--- src/logic/csr_defs.svh ---
`ifndef CSR_DEFS_SVH
`define CSR_DEFS_SVH

// data width of every CSR and of the rs1 operand.
`define CSR_XLEN 32

// machine-mode CSR addresses that the unit decodes.
`define CSR_ADDR_MSTATUS  12'h300
`define CSR_ADDR_MIE      12'h304
`define CSR_ADDR_MTVEC    12'h305
`define CSR_ADDR_MSCRATCH 12'h340
`define CSR_ADDR_MCAUSE   12'h342

// low two bits of funct3. Bit 2 picks the immediate instead of rs1.
`define CSR_F3_RW 2'd1
`define CSR_F3_RS 2'd2
`define CSR_F3_RC 2'd3

`endif

--- src/logic/csr_pkg.sv ---
`default_nettype none
`include "csr_defs.svh"

package csr_pkg;

   // how the bit written back is formed from the old bit and d.
   typedef enum logic [1:0] {
      SRC_CSR = 2'd0, // keep the old bit.
      SRC_EXT = 2'd1, // take d as it is.
      SRC_SET = 2'd2, // old bit or d.
      SRC_CLR = 2'd3  // old bit and not d.
   } csr_src_e;

   // one CSR instruction as the controller hands it over.
   typedef struct packed {
      logic [11:0]          addr;
      logic [2:0]           funct3;
      logic [`CSR_XLEN-1:0] rs1;
      logic [4:0]           imm;    // zero-extended when used.
   } csr_cmd_t;

   // why a trap was taken.
   typedef struct packed {
      logic is_irq;   // timer interrupt.
      logic e_op;     // ecall or ebreak.
      logic ebreak;   // set for ebreak, clear for ecall.
      logic misalign; // misaligned memory access.
      logic mem_cmd;  // a store when set, a load otherwise.
   } trap_cause_t;

   // per-instruction control from decode to the bit slice.
   typedef struct packed {
      logic     mstatus_en;
      logic     mie_en;
      logic     mcause_en;
      logic     mscratch_en;
      logic     mtvec_en;
      logic     d_sel;      // immediate when set, rs1 otherwise.
      csr_src_e source;
   } bit_ctl_t;

   // bit counter phases. All of them are low outside the 32 bit cycles.
   typedef struct packed {
      logic en;
      logic cnt0to3;
      logic cnt3;
      logic cnt7;
      logic cnt_done;
   } bit_phase_t;

endpackage

`default_nettype wire

--- src/logic/csr_sequencer.sv ---
`timescale 1ns/1ps
`default_nettype none
`include "csr_defs.svh"

// runs one CSR command through the serial datapath.
// The operand leaves lsb first and the old CSR value comes back lsb first.
module csr_sequencer (
   input  wire                      i_clk,
   input  wire                      i_rst_n,
   input  wire                      i_start,
   input  wire csr_pkg::csr_cmd_t   i_cmd,
   input  wire                      i_q,       // old CSR bit of this cycle.
   output logic                     o_busy,
   output logic                     o_done,
   output csr_pkg::bit_phase_t      o_phase,
   output csr_pkg::csr_cmd_t        o_cmd,
   output logic                     o_rs1_bit,
   output logic                     o_imm_bit,
   output logic [`CSR_XLEN-1:0]     o_rd
);

   localparam int CNT_W = $clog2(`CSR_XLEN);

   logic                 run;       // high during the 32 bit cycles only.
   logic [CNT_W-1:0]     cnt;       // index of the bit in flight.
   logic                 cnt_last;
   logic                 start_ok;
   csr_pkg::csr_cmd_t    cmd_q;
   logic [`CSR_XLEN-1:0] rs1_sr;
   logic [4:0]           imm_sr;
   logic [`CSR_XLEN-1:0] rd_sr;
   logic [`CSR_XLEN-1:0] rd_next;

   assign start_ok = i_start & ~o_busy; // a start while busy is dropped.
   assign cnt_last = (cnt == CNT_W'(`CSR_XLEN - 1));
   assign rd_next  = {i_q, rd_sr[`CSR_XLEN-1:1]}; // old value enters at the top.

   // the phases are qualified with run, so the slice sees nothing while idle.
   assign o_phase.en       = run;
   assign o_phase.cnt0to3  = run & (cnt < CNT_W'(4));
   assign o_phase.cnt3     = run & (cnt == CNT_W'(3));
   assign o_phase.cnt7     = run & (cnt == CNT_W'(7));
   assign o_phase.cnt_done = run & cnt_last;

   assign o_cmd     = cmd_q;
   assign o_rs1_bit = rs1_sr[0];
   assign o_imm_bit = imm_sr[0];

   always_ff @(posedge i_clk) begin
      if (!i_rst_n) begin
         o_busy <= 1'b0;
         run    <= 1'b0;
         o_done <= 1'b0;
         cnt    <= '0;
      end else begin
         o_done <= run & cnt_last; // one cycle after the last bit.
         if (start_ok) begin
            o_busy <= 1'b1;
            run    <= 1'b1;
            cnt    <= '0;
         end else if (run) begin
            cnt <= cnt + CNT_W'(1); // wraps back to zero after bit 31.
            if (cnt_last)
               run <= 1'b0;
         end else if (o_done) begin
            o_busy <= 1'b0; // busy also covers the done cycle.
         end
      end
   end

   always_ff @(posedge i_clk) begin
      if (start_ok) begin
         cmd_q  <= i_cmd;
         rs1_sr <= i_cmd.rs1;
         imm_sr <= i_cmd.imm;
      end else if (run) begin
         rs1_sr <= rs1_sr >> 1;
         imm_sr <= imm_sr >> 1; // zeros follow, so the immediate is zero-extended.
      end
      if (run)
         rd_sr <= rd_next;
      // o_rd is loaded only once per command and holds until the next done.
      if (run & cnt_last)
         o_rd <= rd_next;
   end

endmodule

`default_nettype wire

--- src/logic/csr_decode.sv ---
`timescale 1ns/1ps
`default_nettype none
`include "csr_defs.svh"

// turns the latched command into the register enables and the source select.
module csr_decode (
   input  wire csr_pkg::csr_cmd_t i_cmd,
   output csr_pkg::bit_ctl_t      o_ctl
);

   logic     op_valid;   // funct3 names one of the six CSR instructions.
   logic     hit_mstatus;
   logic     hit_mie;
   logic     hit_mcause;
   logic     hit_mscratch;
   logic     hit_mtvec;
   csr_pkg::csr_src_e src;

   assign op_valid = (i_cmd.funct3[1:0] != 2'd0);

   always_comb begin
      hit_mstatus  = 1'b0;
      hit_mie      = 1'b0;
      hit_mcause   = 1'b0;
      hit_mscratch = 1'b0;
      hit_mtvec    = 1'b0;
      // an address outside this list selects nothing and reads as zero.
      case (i_cmd.addr)
         `CSR_ADDR_MSTATUS:  hit_mstatus  = 1'b1;
         `CSR_ADDR_MIE:      hit_mie      = 1'b1;
         `CSR_ADDR_MCAUSE:   hit_mcause   = 1'b1;
         `CSR_ADDR_MSCRATCH: hit_mscratch = 1'b1;
         `CSR_ADDR_MTVEC:    hit_mtvec    = 1'b1;
         default: ;
      endcase
   end

   always_comb begin
      case (i_cmd.funct3[1:0])
         `CSR_F3_RW: src = csr_pkg::SRC_EXT;
         `CSR_F3_RS: src = csr_pkg::SRC_SET;
         `CSR_F3_RC: src = csr_pkg::SRC_CLR;
         default:    src = csr_pkg::SRC_CSR; // not a CSR op, keep everything.
      endcase
   end

   // with an invalid funct3 no register is touched at all.
   assign o_ctl.mstatus_en  = op_valid & hit_mstatus;
   assign o_ctl.mie_en      = op_valid & hit_mie;
   assign o_ctl.mcause_en   = op_valid & hit_mcause;
   assign o_ctl.mscratch_en = op_valid & hit_mscratch;
   assign o_ctl.mtvec_en    = op_valid & hit_mtvec;
   assign o_ctl.d_sel       = i_cmd.funct3[2];  // csrrwi, csrrsi and csrrci.
   // an unknown address also keeps the old bit.
   assign o_ctl.source      = (hit_mstatus | hit_mie | hit_mcause |
                               hit_mscratch | hit_mtvec) ? src : csr_pkg::SRC_CSR;

endmodule

`default_nettype wire

--- src/logic/csr_machine_state.sv ---
`timescale 1ns/1ps
`default_nettype none

// the bit slice of the CSR unit and the machine state that lives in flops.
// It holds the MIE, MPIE and MTIE bits and mcause. The full word registers
// sit in the scratch store and arrive here on i_rf_csr_out.
module csr_machine_state (
   input  wire                        i_clk,
   input  wire                        i_rst_n,
   input  wire csr_pkg::bit_phase_t   i_phase,
   input  wire csr_pkg::bit_ctl_t     i_ctl,
   input  wire                        i_rf_csr_out, // old bit from the scratch store.
   input  wire                        i_rs1,
   input  wire                        i_csr_imm,
   input  wire                        i_trap,
   input  wire csr_pkg::trap_cause_t  i_cause,
   input  wire                        i_mret,
   input  wire                        i_mtip,
   output logic                       o_csr_in,     // new bit to be written.
   output logic                       o_q,          // old bit, goes to rd.
   output logic                       o_new_irq
);

   logic       mstatus_mie;
   logic       mstatus_mpie;  // saved MIE. Software cannot see it.
   logic       mie_mtie;
   logic       mcause31;
   logic [3:0] mcause3_0;     // rotates one place per bit cycle 0 to 3.
   logic       mcause_bit;
   logic       d;
   logic       csr_out;
   logic       trap_taken;
   logic       mret_taken;
   logic [3:0] trap_code;
   logic       timer_irq;
   logic       timer_irq_r;

   // trap and mret only act when no bit cycle is in flight.
   assign trap_taken = i_trap & ~i_phase.en;
   assign mret_taken = i_mret & ~i_phase.en;

   assign d = i_ctl.d_sel ? i_csr_imm : i_rs1;

   // mcause shows its code on bits 0 to 3 and its flag on bit 31.
   assign mcause_bit = i_phase.cnt0to3  ? mcause3_0[0] :
                       i_phase.cnt_done ? mcause31 :
                       1'b0;

   // mie is write-only here and so never adds to the read value.
   assign csr_out = (i_ctl.mstatus_en & mstatus_mie & i_phase.cnt3) |
                    i_rf_csr_out |
                    (i_ctl.mcause_en & mcause_bit);

   always_comb begin
      case (i_ctl.source)
         csr_pkg::SRC_EXT: o_csr_in = d;
         csr_pkg::SRC_SET: o_csr_in = csr_out | d;
         csr_pkg::SRC_CLR: o_csr_in = csr_out & ~d;
         default:          o_csr_in = csr_out; // SRC_CSR writes the old bit back.
      endcase
   end

   assign o_q = csr_out;

   // code for a trap.
   // ecall is 11 and ebreak is 3, a misaligned load 4 and a store 6.
   always_comb begin
      if (i_cause.is_irq)
         trap_code = 4'd7;                             // machine timer interrupt.
      else if (i_cause.e_op)
         trap_code = {~i_cause.ebreak, 3'b011};
      else if (i_cause.misalign)
         trap_code = {2'b01, i_cause.mem_cmd, 1'b0};
      else
         trap_code = 4'd0;
   end

   assign timer_irq = i_mtip & mstatus_mie & mie_mtie;
   assign o_new_irq = timer_irq & ~timer_irq_r; // only on the rising condition.

   always_ff @(posedge i_clk) begin
      if (!i_rst_n) begin
         mstatus_mie  <= 1'b0;
         mstatus_mpie <= 1'b0;
         mie_mtie     <= 1'b0;
         timer_irq_r  <= 1'b0;
      end else begin
         timer_irq_r <= timer_irq;

         // MTIE is bit 7 of mie.
         if (i_ctl.mie_en & i_phase.cnt7)
            mie_mtie <= o_csr_in;

         // a trap clears MIE, mret restores it from MPIE, and a write
         // to mstatus takes bit 3. Only one of these happens in a cycle.
         if (trap_taken | mret_taken | (i_ctl.mstatus_en & i_phase.cnt3))
            mstatus_mie <= ~trap_taken & (mret_taken ? mstatus_mpie : o_csr_in);

         if (trap_taken)
            mstatus_mpie <= mstatus_mie;
      end
   end

   always_ff @(posedge i_clk) begin
      if (!i_rst_n) begin
         mcause3_0 <= 4'd0;
         mcause31  <= 1'b0;
      end else begin
         // the written bit enters at the top while the old one leaves at 0.
         if (trap_taken)
            mcause3_0 <= trap_code;
         else if (i_ctl.mcause_en & i_phase.cnt0to3)
            mcause3_0 <= {o_csr_in, mcause3_0[3:1]};

         if (trap_taken)
            mcause31 <= i_cause.is_irq;
         else if (i_ctl.mcause_en & i_phase.cnt_done)
            mcause31 <= o_csr_in;
      end
   end

endmodule

`default_nettype wire

--- src/logic/csr_scratch_store.sv ---
`timescale 1ns/1ps
`default_nettype none
`include "csr_defs.svh"

// mscratch and mtvec as two circulating shift registers.
// Both turn by one bit on every bit cycle, so after the 32 cycles of a
// command they are back in their resting alignment with bit 0 at the exit.
module csr_scratch_store (
   input  wire                      i_clk,
   input  wire                      i_rst_n,
   input  wire csr_pkg::bit_phase_t i_phase,
   input  wire csr_pkg::bit_ctl_t   i_ctl,
   input  wire                      i_csr_in,     // bit to store in the selected register.
   output logic                     o_rf_csr_out  // current bit of the selected register.
);

   logic [`CSR_XLEN-1:0] mscratch;
   logic [`CSR_XLEN-1:0] mtvec;
   logic                 mscratch_next;
   logic                 mtvec_next;

   // a selected register takes the new bit. The other one keeps its own.
   assign mscratch_next = i_ctl.mscratch_en ? i_csr_in : mscratch[0];
   assign mtvec_next    = i_ctl.mtvec_en    ? i_csr_in : mtvec[0];

   // zero when neither register is addressed, so the slice can simply or it in.
   assign o_rf_csr_out = (i_ctl.mscratch_en & mscratch[0]) |
                         (i_ctl.mtvec_en    & mtvec[0]);

   always_ff @(posedge i_clk) begin
      if (!i_rst_n) begin
         mscratch <= '0;
         mtvec    <= '0;
      end else if (i_phase.en) begin
         // bit 0 leaves and the next value enters at the top.
         mscratch <= {mscratch_next, mscratch[`CSR_XLEN-1:1]};
         mtvec    <= {mtvec_next, mtvec[`CSR_XLEN-1:1]};
      end
   end

endmodule

`default_nettype wire

--- src/logic/csr_unit_top.sv ---
`timescale 1ns/1ps
`default_nettype none
`include "csr_defs.svh"

// top of the CSR unit.
// The sequencer feeds the operand one bit per cycle into the bit slice, the
// slice and the scratch store swap old and new bits, and the old value
// goes back into the sequencer to build rd.
module csr_unit_top (
   input  wire                       i_clk,
   input  wire                       i_rst_n,
   input  wire                       i_start,
   input  wire csr_pkg::csr_cmd_t    i_cmd,
   input  wire                       i_trap,
   input  wire csr_pkg::trap_cause_t i_cause,
   input  wire                       i_mret,
   input  wire                       i_mtip,
   output logic                      o_busy,
   output logic                      o_done,
   output logic [`CSR_XLEN-1:0]      o_rd,
   output logic                      o_new_irq
);

   csr_pkg::csr_cmd_t   cmd_q;       // command held for the whole transfer.
   csr_pkg::bit_phase_t phase;
   csr_pkg::bit_ctl_t   ctl;
   logic                rs1_bit;
   logic                imm_bit;
   logic                q_bit;       // old CSR bit back to the sequencer.
   logic                csr_in_bit;  // new CSR bit to the scratch store.
   logic                rf_csr_out;  // old bit of mscratch or mtvec.

   csr_sequencer u_csr_sequencer (
      .i_clk     (i_clk),
      .i_rst_n   (i_rst_n),
      .i_start   (i_start),
      .i_cmd     (i_cmd),
      .i_q       (q_bit),
      .o_busy    (o_busy),
      .o_done    (o_done),
      .o_phase   (phase),
      .o_cmd     (cmd_q),
      .o_rs1_bit (rs1_bit),
      .o_imm_bit (imm_bit),
      .o_rd      (o_rd)
   );

   csr_decode u_csr_decode (
      .i_cmd (cmd_q),
      .o_ctl (ctl)
   );

   csr_machine_state u_csr_machine_state (
      .i_clk        (i_clk),
      .i_rst_n      (i_rst_n),
      .i_phase      (phase),
      .i_ctl        (ctl),
      .i_rf_csr_out (rf_csr_out),
      .i_rs1        (rs1_bit),
      .i_csr_imm    (imm_bit),
      .i_trap       (i_trap),
      .i_cause      (i_cause),
      .i_mret       (i_mret),
      .i_mtip       (i_mtip),
      .o_csr_in     (csr_in_bit),
      .o_q          (q_bit),
      .o_new_irq    (o_new_irq)
   );

   csr_scratch_store u_csr_scratch_store (
      .i_clk        (i_clk),
      .i_rst_n      (i_rst_n),
      .i_phase      (phase),
      .i_ctl        (ctl),
      .i_csr_in     (csr_in_bit),
      .o_rf_csr_out (rf_csr_out)
   );

endmodule

`default_nettype wire

--- config.mk ---
export PLATFORM = sky130hd
export DESIGN_NAME = csr_unit_top
export DESIGN_NICKNAME = d
export VERILOG_FILES = /design/src/logic/csr_pkg.sv /design/src/logic/csr_sequencer.sv /design/src/logic/csr_decode.sv /design/src/logic/csr_machine_state.sv /design/src/logic/csr_scratch_store.sv /design/src/logic/csr_unit_top.sv
export VERILOG_INCLUDE_DIRS = /design/src /design/src/logic
export SDC_FILE = /design/constraint.sdc
export NUM_CORES = 1
export LEC_CHECK = 0
export ABC_AREA = 1
export BUFFER_PORTS_ARGS = -buffer_cell sky130_fd_sc_hd__buf_2
export CAP_MARGIN = 20
export CORE_MARGIN = 2
export CORE_UTILIZATION = 60
export DETAILED_ROUTE_END_ITERATION = 10
export MAX_ROUTING_LAYER = met4
export PLACE_DENSITY = 0.88
export SKIP_CTS_REPAIR_TIMING = 1
export SLEW_MARGIN = 20
export SYNTH_ARGS = -nofsm -noshare
export SYNTH_HDL_FRONTEND = slang
export SYNTH_SLANG_ARGS = --single-unit
--- constraint.sdc ---
create_clock -name i_clk -period 9.16 [get_ports i_clk]
set_input_delay 0.916 -clock i_clk [delete_from_list [all_inputs] [get_ports i_clk]]
set_output_delay 0.916 -clock i_clk [all_outputs]
set_load 0.02 [all_outputs]
==> impl_metrics.yaml <==
power_and_ir_drop:
  comb_power_share_pct: 6.7
  leakagePower_nw: 3.585
  seqPwrFrac_pct: 54.7
  irDropWorstVdd_v: 0.0001294
  swShare_pct: 23.21
  power.density_mw_per_mm2: 225.8
  switchingPower_uw: 439.7
  clkPwrFrac_pct: 38.6
  p_int_mw: 1.455
timing:
  fin_tns_setup_ns: 0
  final-setup-viol-count: 0
  tightest_slew_ns: 0.9874
  rsz0062_at_grt: "no"
  skew_ns: 0.007455
  fin_crit_sh_pct: 30.64
  period_needed_ns: 2.807
  fmax_mhz: 356.3
  fin_hold_ws_ns: 0.4393
  report.final.slew_viol_count: 0
  slew-limit-headroom_pct: 34.17
  hold_violations: 0
clocking:
  htree_levels: 4
  cts_root_buf: "clkbuf_16"
  cts_sinks: 196
  cts.path.max_buffers: 2
  cts_made_buffers: 17
  cts_tree: "yes"
  path_clk_slew_ns: 0.07
  clock_latency_ns: 0.43
finish:
  drive_gt1_share_pct: 19.40
  fin_cells: 946
  fin_nets: 851
  stdcell_area_mm2: 0.008391
  diodes: 0
  utilization_pct: 70.44
  syn2layout_area_growth_pct: 15.94
setup_path:
  critPathBufInv: 3
  worst_setup_path_start_kind: "register"
  reg2reg_from: "u_csr_sequencer.run$_SDFF_PN0_"
  cp_data_arrival_time_ns: 2.89
  crit_fanout: 76
  path_class: "reg2reg"
  crit_path_top_delay_cell: "dfxtp_2"
  cp-startpoint: "u_csr_sequencer.run$_SDFF_PN0_"
  slowest_delay_ns: 0.75
  worstPathRequired_ns: 9.24
  cpMostUsedCell: "buf_4"
  crit_family: "buffers and inverters"
  cp_cell_sequence: "buf_4, inv_4, nand2_1, buf_4"
  crit_path_end_kind: "register"
floorplan:
  fp.dieW_um: 113.8
  rows: 40
  start_util_pct: 60.76
  die_h_um: 113.8
  io_pins: 98
  core_area_mm2: 0.01191
  die_area_mm2: 0.01296
grt:
  grt-ovfl-total: 0
  grt_pass1_vias: 5029
  grt_pass1_wl_mm: 23.21
  grt_max_degree: 77
  grtUsageTotal_pct: 23.77
  antenna_found_initial: 0
route:
  drc_errors: 0
  viasPerCell: 5.346
  drt-wirelength-per-cell_um: 14.73
  wirelength_mm: 13.93
  drt.antenna.violating_nets: 0
  route.vias.total: 5057
  drt-pass1-iter-count: 5
  drt_iter0_drc: 421
placed_design:
  routabilityCongestion: 0.8110
  hpwl_mm: 8.593
  place_inst: 914
  post_dp_cell_area_mm2: 0.007807
  port_buffers: 97
yosys:
  syn_nets: 762
  syn_area_mm2: 0.007237
  synthCells: 697
  ys_seq_area_share_pct: 70.12
  yosysUniqueCellTypes: 31
  syn_area_per_cell_um2: 10.38
  ys_warn_count: 0
  ys_ff_latch: 196
status:
  status: "finished, final reports clean"
min_path:
  holdCritPathClass: "reg2reg"
  worstHoldStart: "u_csr_sequencer.rd_sr[1]$_DFFE_PP_"
job:
  maxCapViolations: 0
## cells in the final DEF, fill, tap and decap left out, drive strengths merged, types with 3 or more instances in the layout
cell	n
nor2	160
nand2	156
edfxtp	115
buf	101
dfxtp	81
o21ai	68
inv	41
clkbuf	19
a21oi	13
nand3	13
nor3	6
clkinvlp	5
nand4	4
o21a	3
clkinv	3
## metal layers
layer / GRT usage (%) / wire length, µm / up-vias
met2: 38.64 / 6771 / 212
met3: 6.695 / 849 / 53
met4: 10.08 / 522 / 0
met5: - / 0 / -
met1: 28.06 / 5787 / 2327
li1: - / - / 2465
## cell type report
cell class,instances,area (µm²)
Clock inverter,13,150.1
Multi-Input combinational cell,432,1886
Clock buffer,19,432.9
Timing Repair Buffer,101,515.5
Inverter,38,146.4
Tap cell,147,183.9
Fill cell,811,3521
Sequential cell,196,5076
## kinds of logic after synthesis
| group | after synthesis | share of synthesized area, % |
|---|---|---|
| AO/OA/AOI/OAI | 89 | 6.501 |
| XOR/XNOR | 1 | 0.1210 |
| adder cells (fa/ha/maj) | 2 | 0.3457 |
| buffers and inverters | 69 | 3.821 |
| flip-flops | 196 | 70.12 |
| multiplexers | 1 | 0.1383 |
| AND/OR/NAND/NOR | 339 | 18.95 |
## worst register-to-register path, stage by stage (launching register included)
cell and delay, ns:
dfxtp_2 0.75, buf_4 0.67, inv_4 0.43, nand2_1 0.18
buf_4 0.41
## flip-flops by register name, indices dropped and copies added (netlist names)
name,count
u_csr_scratch_store.mtvec,32
u_csr_sequencer.rd_sr,31
u_csr_sequencer.o_cmd,15
u_csr_sequencer.o_busy,1
u_csr_sequencer.run,1
u_csr_machine_state.mcause31,1
u_csr_sequencer.o_rd,32
u_csr_sequencer.o_done,1
u_csr_sequencer.rs1_sr,32
u_csr_machine_state.mie_mtie,1
u_csr_machine_state.mcause3_0,4
u_csr_sequencer.cnt,5
u_csr_sequencer.imm_sr,5
u_csr_machine_state.mstatus_mpie,1
u_csr_machine_state.timer_irq_r,1
u_csr_scratch_store.mscratch,32
u_csr_machine_state.mstatus_mie,1
## power by group through the flow
stage                     Clock (mW)  Sequential (mW)  Combinational, mW
after floorplan                    0             1.04             0.0903
after global placement             0             1.05              0.117
after detailed placement           0             1.05              0.125
after CTS                      0.738             1.04              0.127
after global routing           0.777             1.04              0.148
final                          0.731             1.04              0.127
## through the flow
step	setup slack, ns	total power, mW
floorplan	6.292	1.135
global placement	6.460	1.167
detailed placement	6.348	1.179
CTS	6.350	1.901
global route	6.060	1.967
finish	6.353	1.894
## synth_stat cells, drive strengths merged
master,n,share of area (%)
clkbuf,26,1.3
edfxtp,115,48
buf,5,0.45
nor3,6,0.41
a21oi,13,0.90
nand3,13,1.0
clkinv,1,0.069
a31oi,2,0.17
ha,2,0.35
nor2,160,8.6
o21a,3,0.31
a2bb2oi,1,0.12
dfxtp,81,22
inv,37,2.0
mux2i,1,0.14
nand4,4,0.35
a41oi,1,0.12
xor2,1,0.12
a211oi,1,0.17
o21ai,68,4.7
nand2,156,8.5
## final timing paths
kind / cells past startpoint / end / slack [ns]
hold reg to reg: 0 / u_csr_sequencer.o_rd[0]$_DFFE_PN_ / 0.44
hold / removal: 0 / u_csr_sequencer.o_rd[0]$_DFFE_PN_ / 0.44
setup reg to reg: 4 / u_csr_sequencer.rs1_sr[7]$_DFFE_PP_ / 6.35
setup / recovery: 4 / u_csr_sequencer.rs1_sr[7]$_DFFE_PP_ / 6.35
Note: power is estimated with default switching activity, not from simulation.
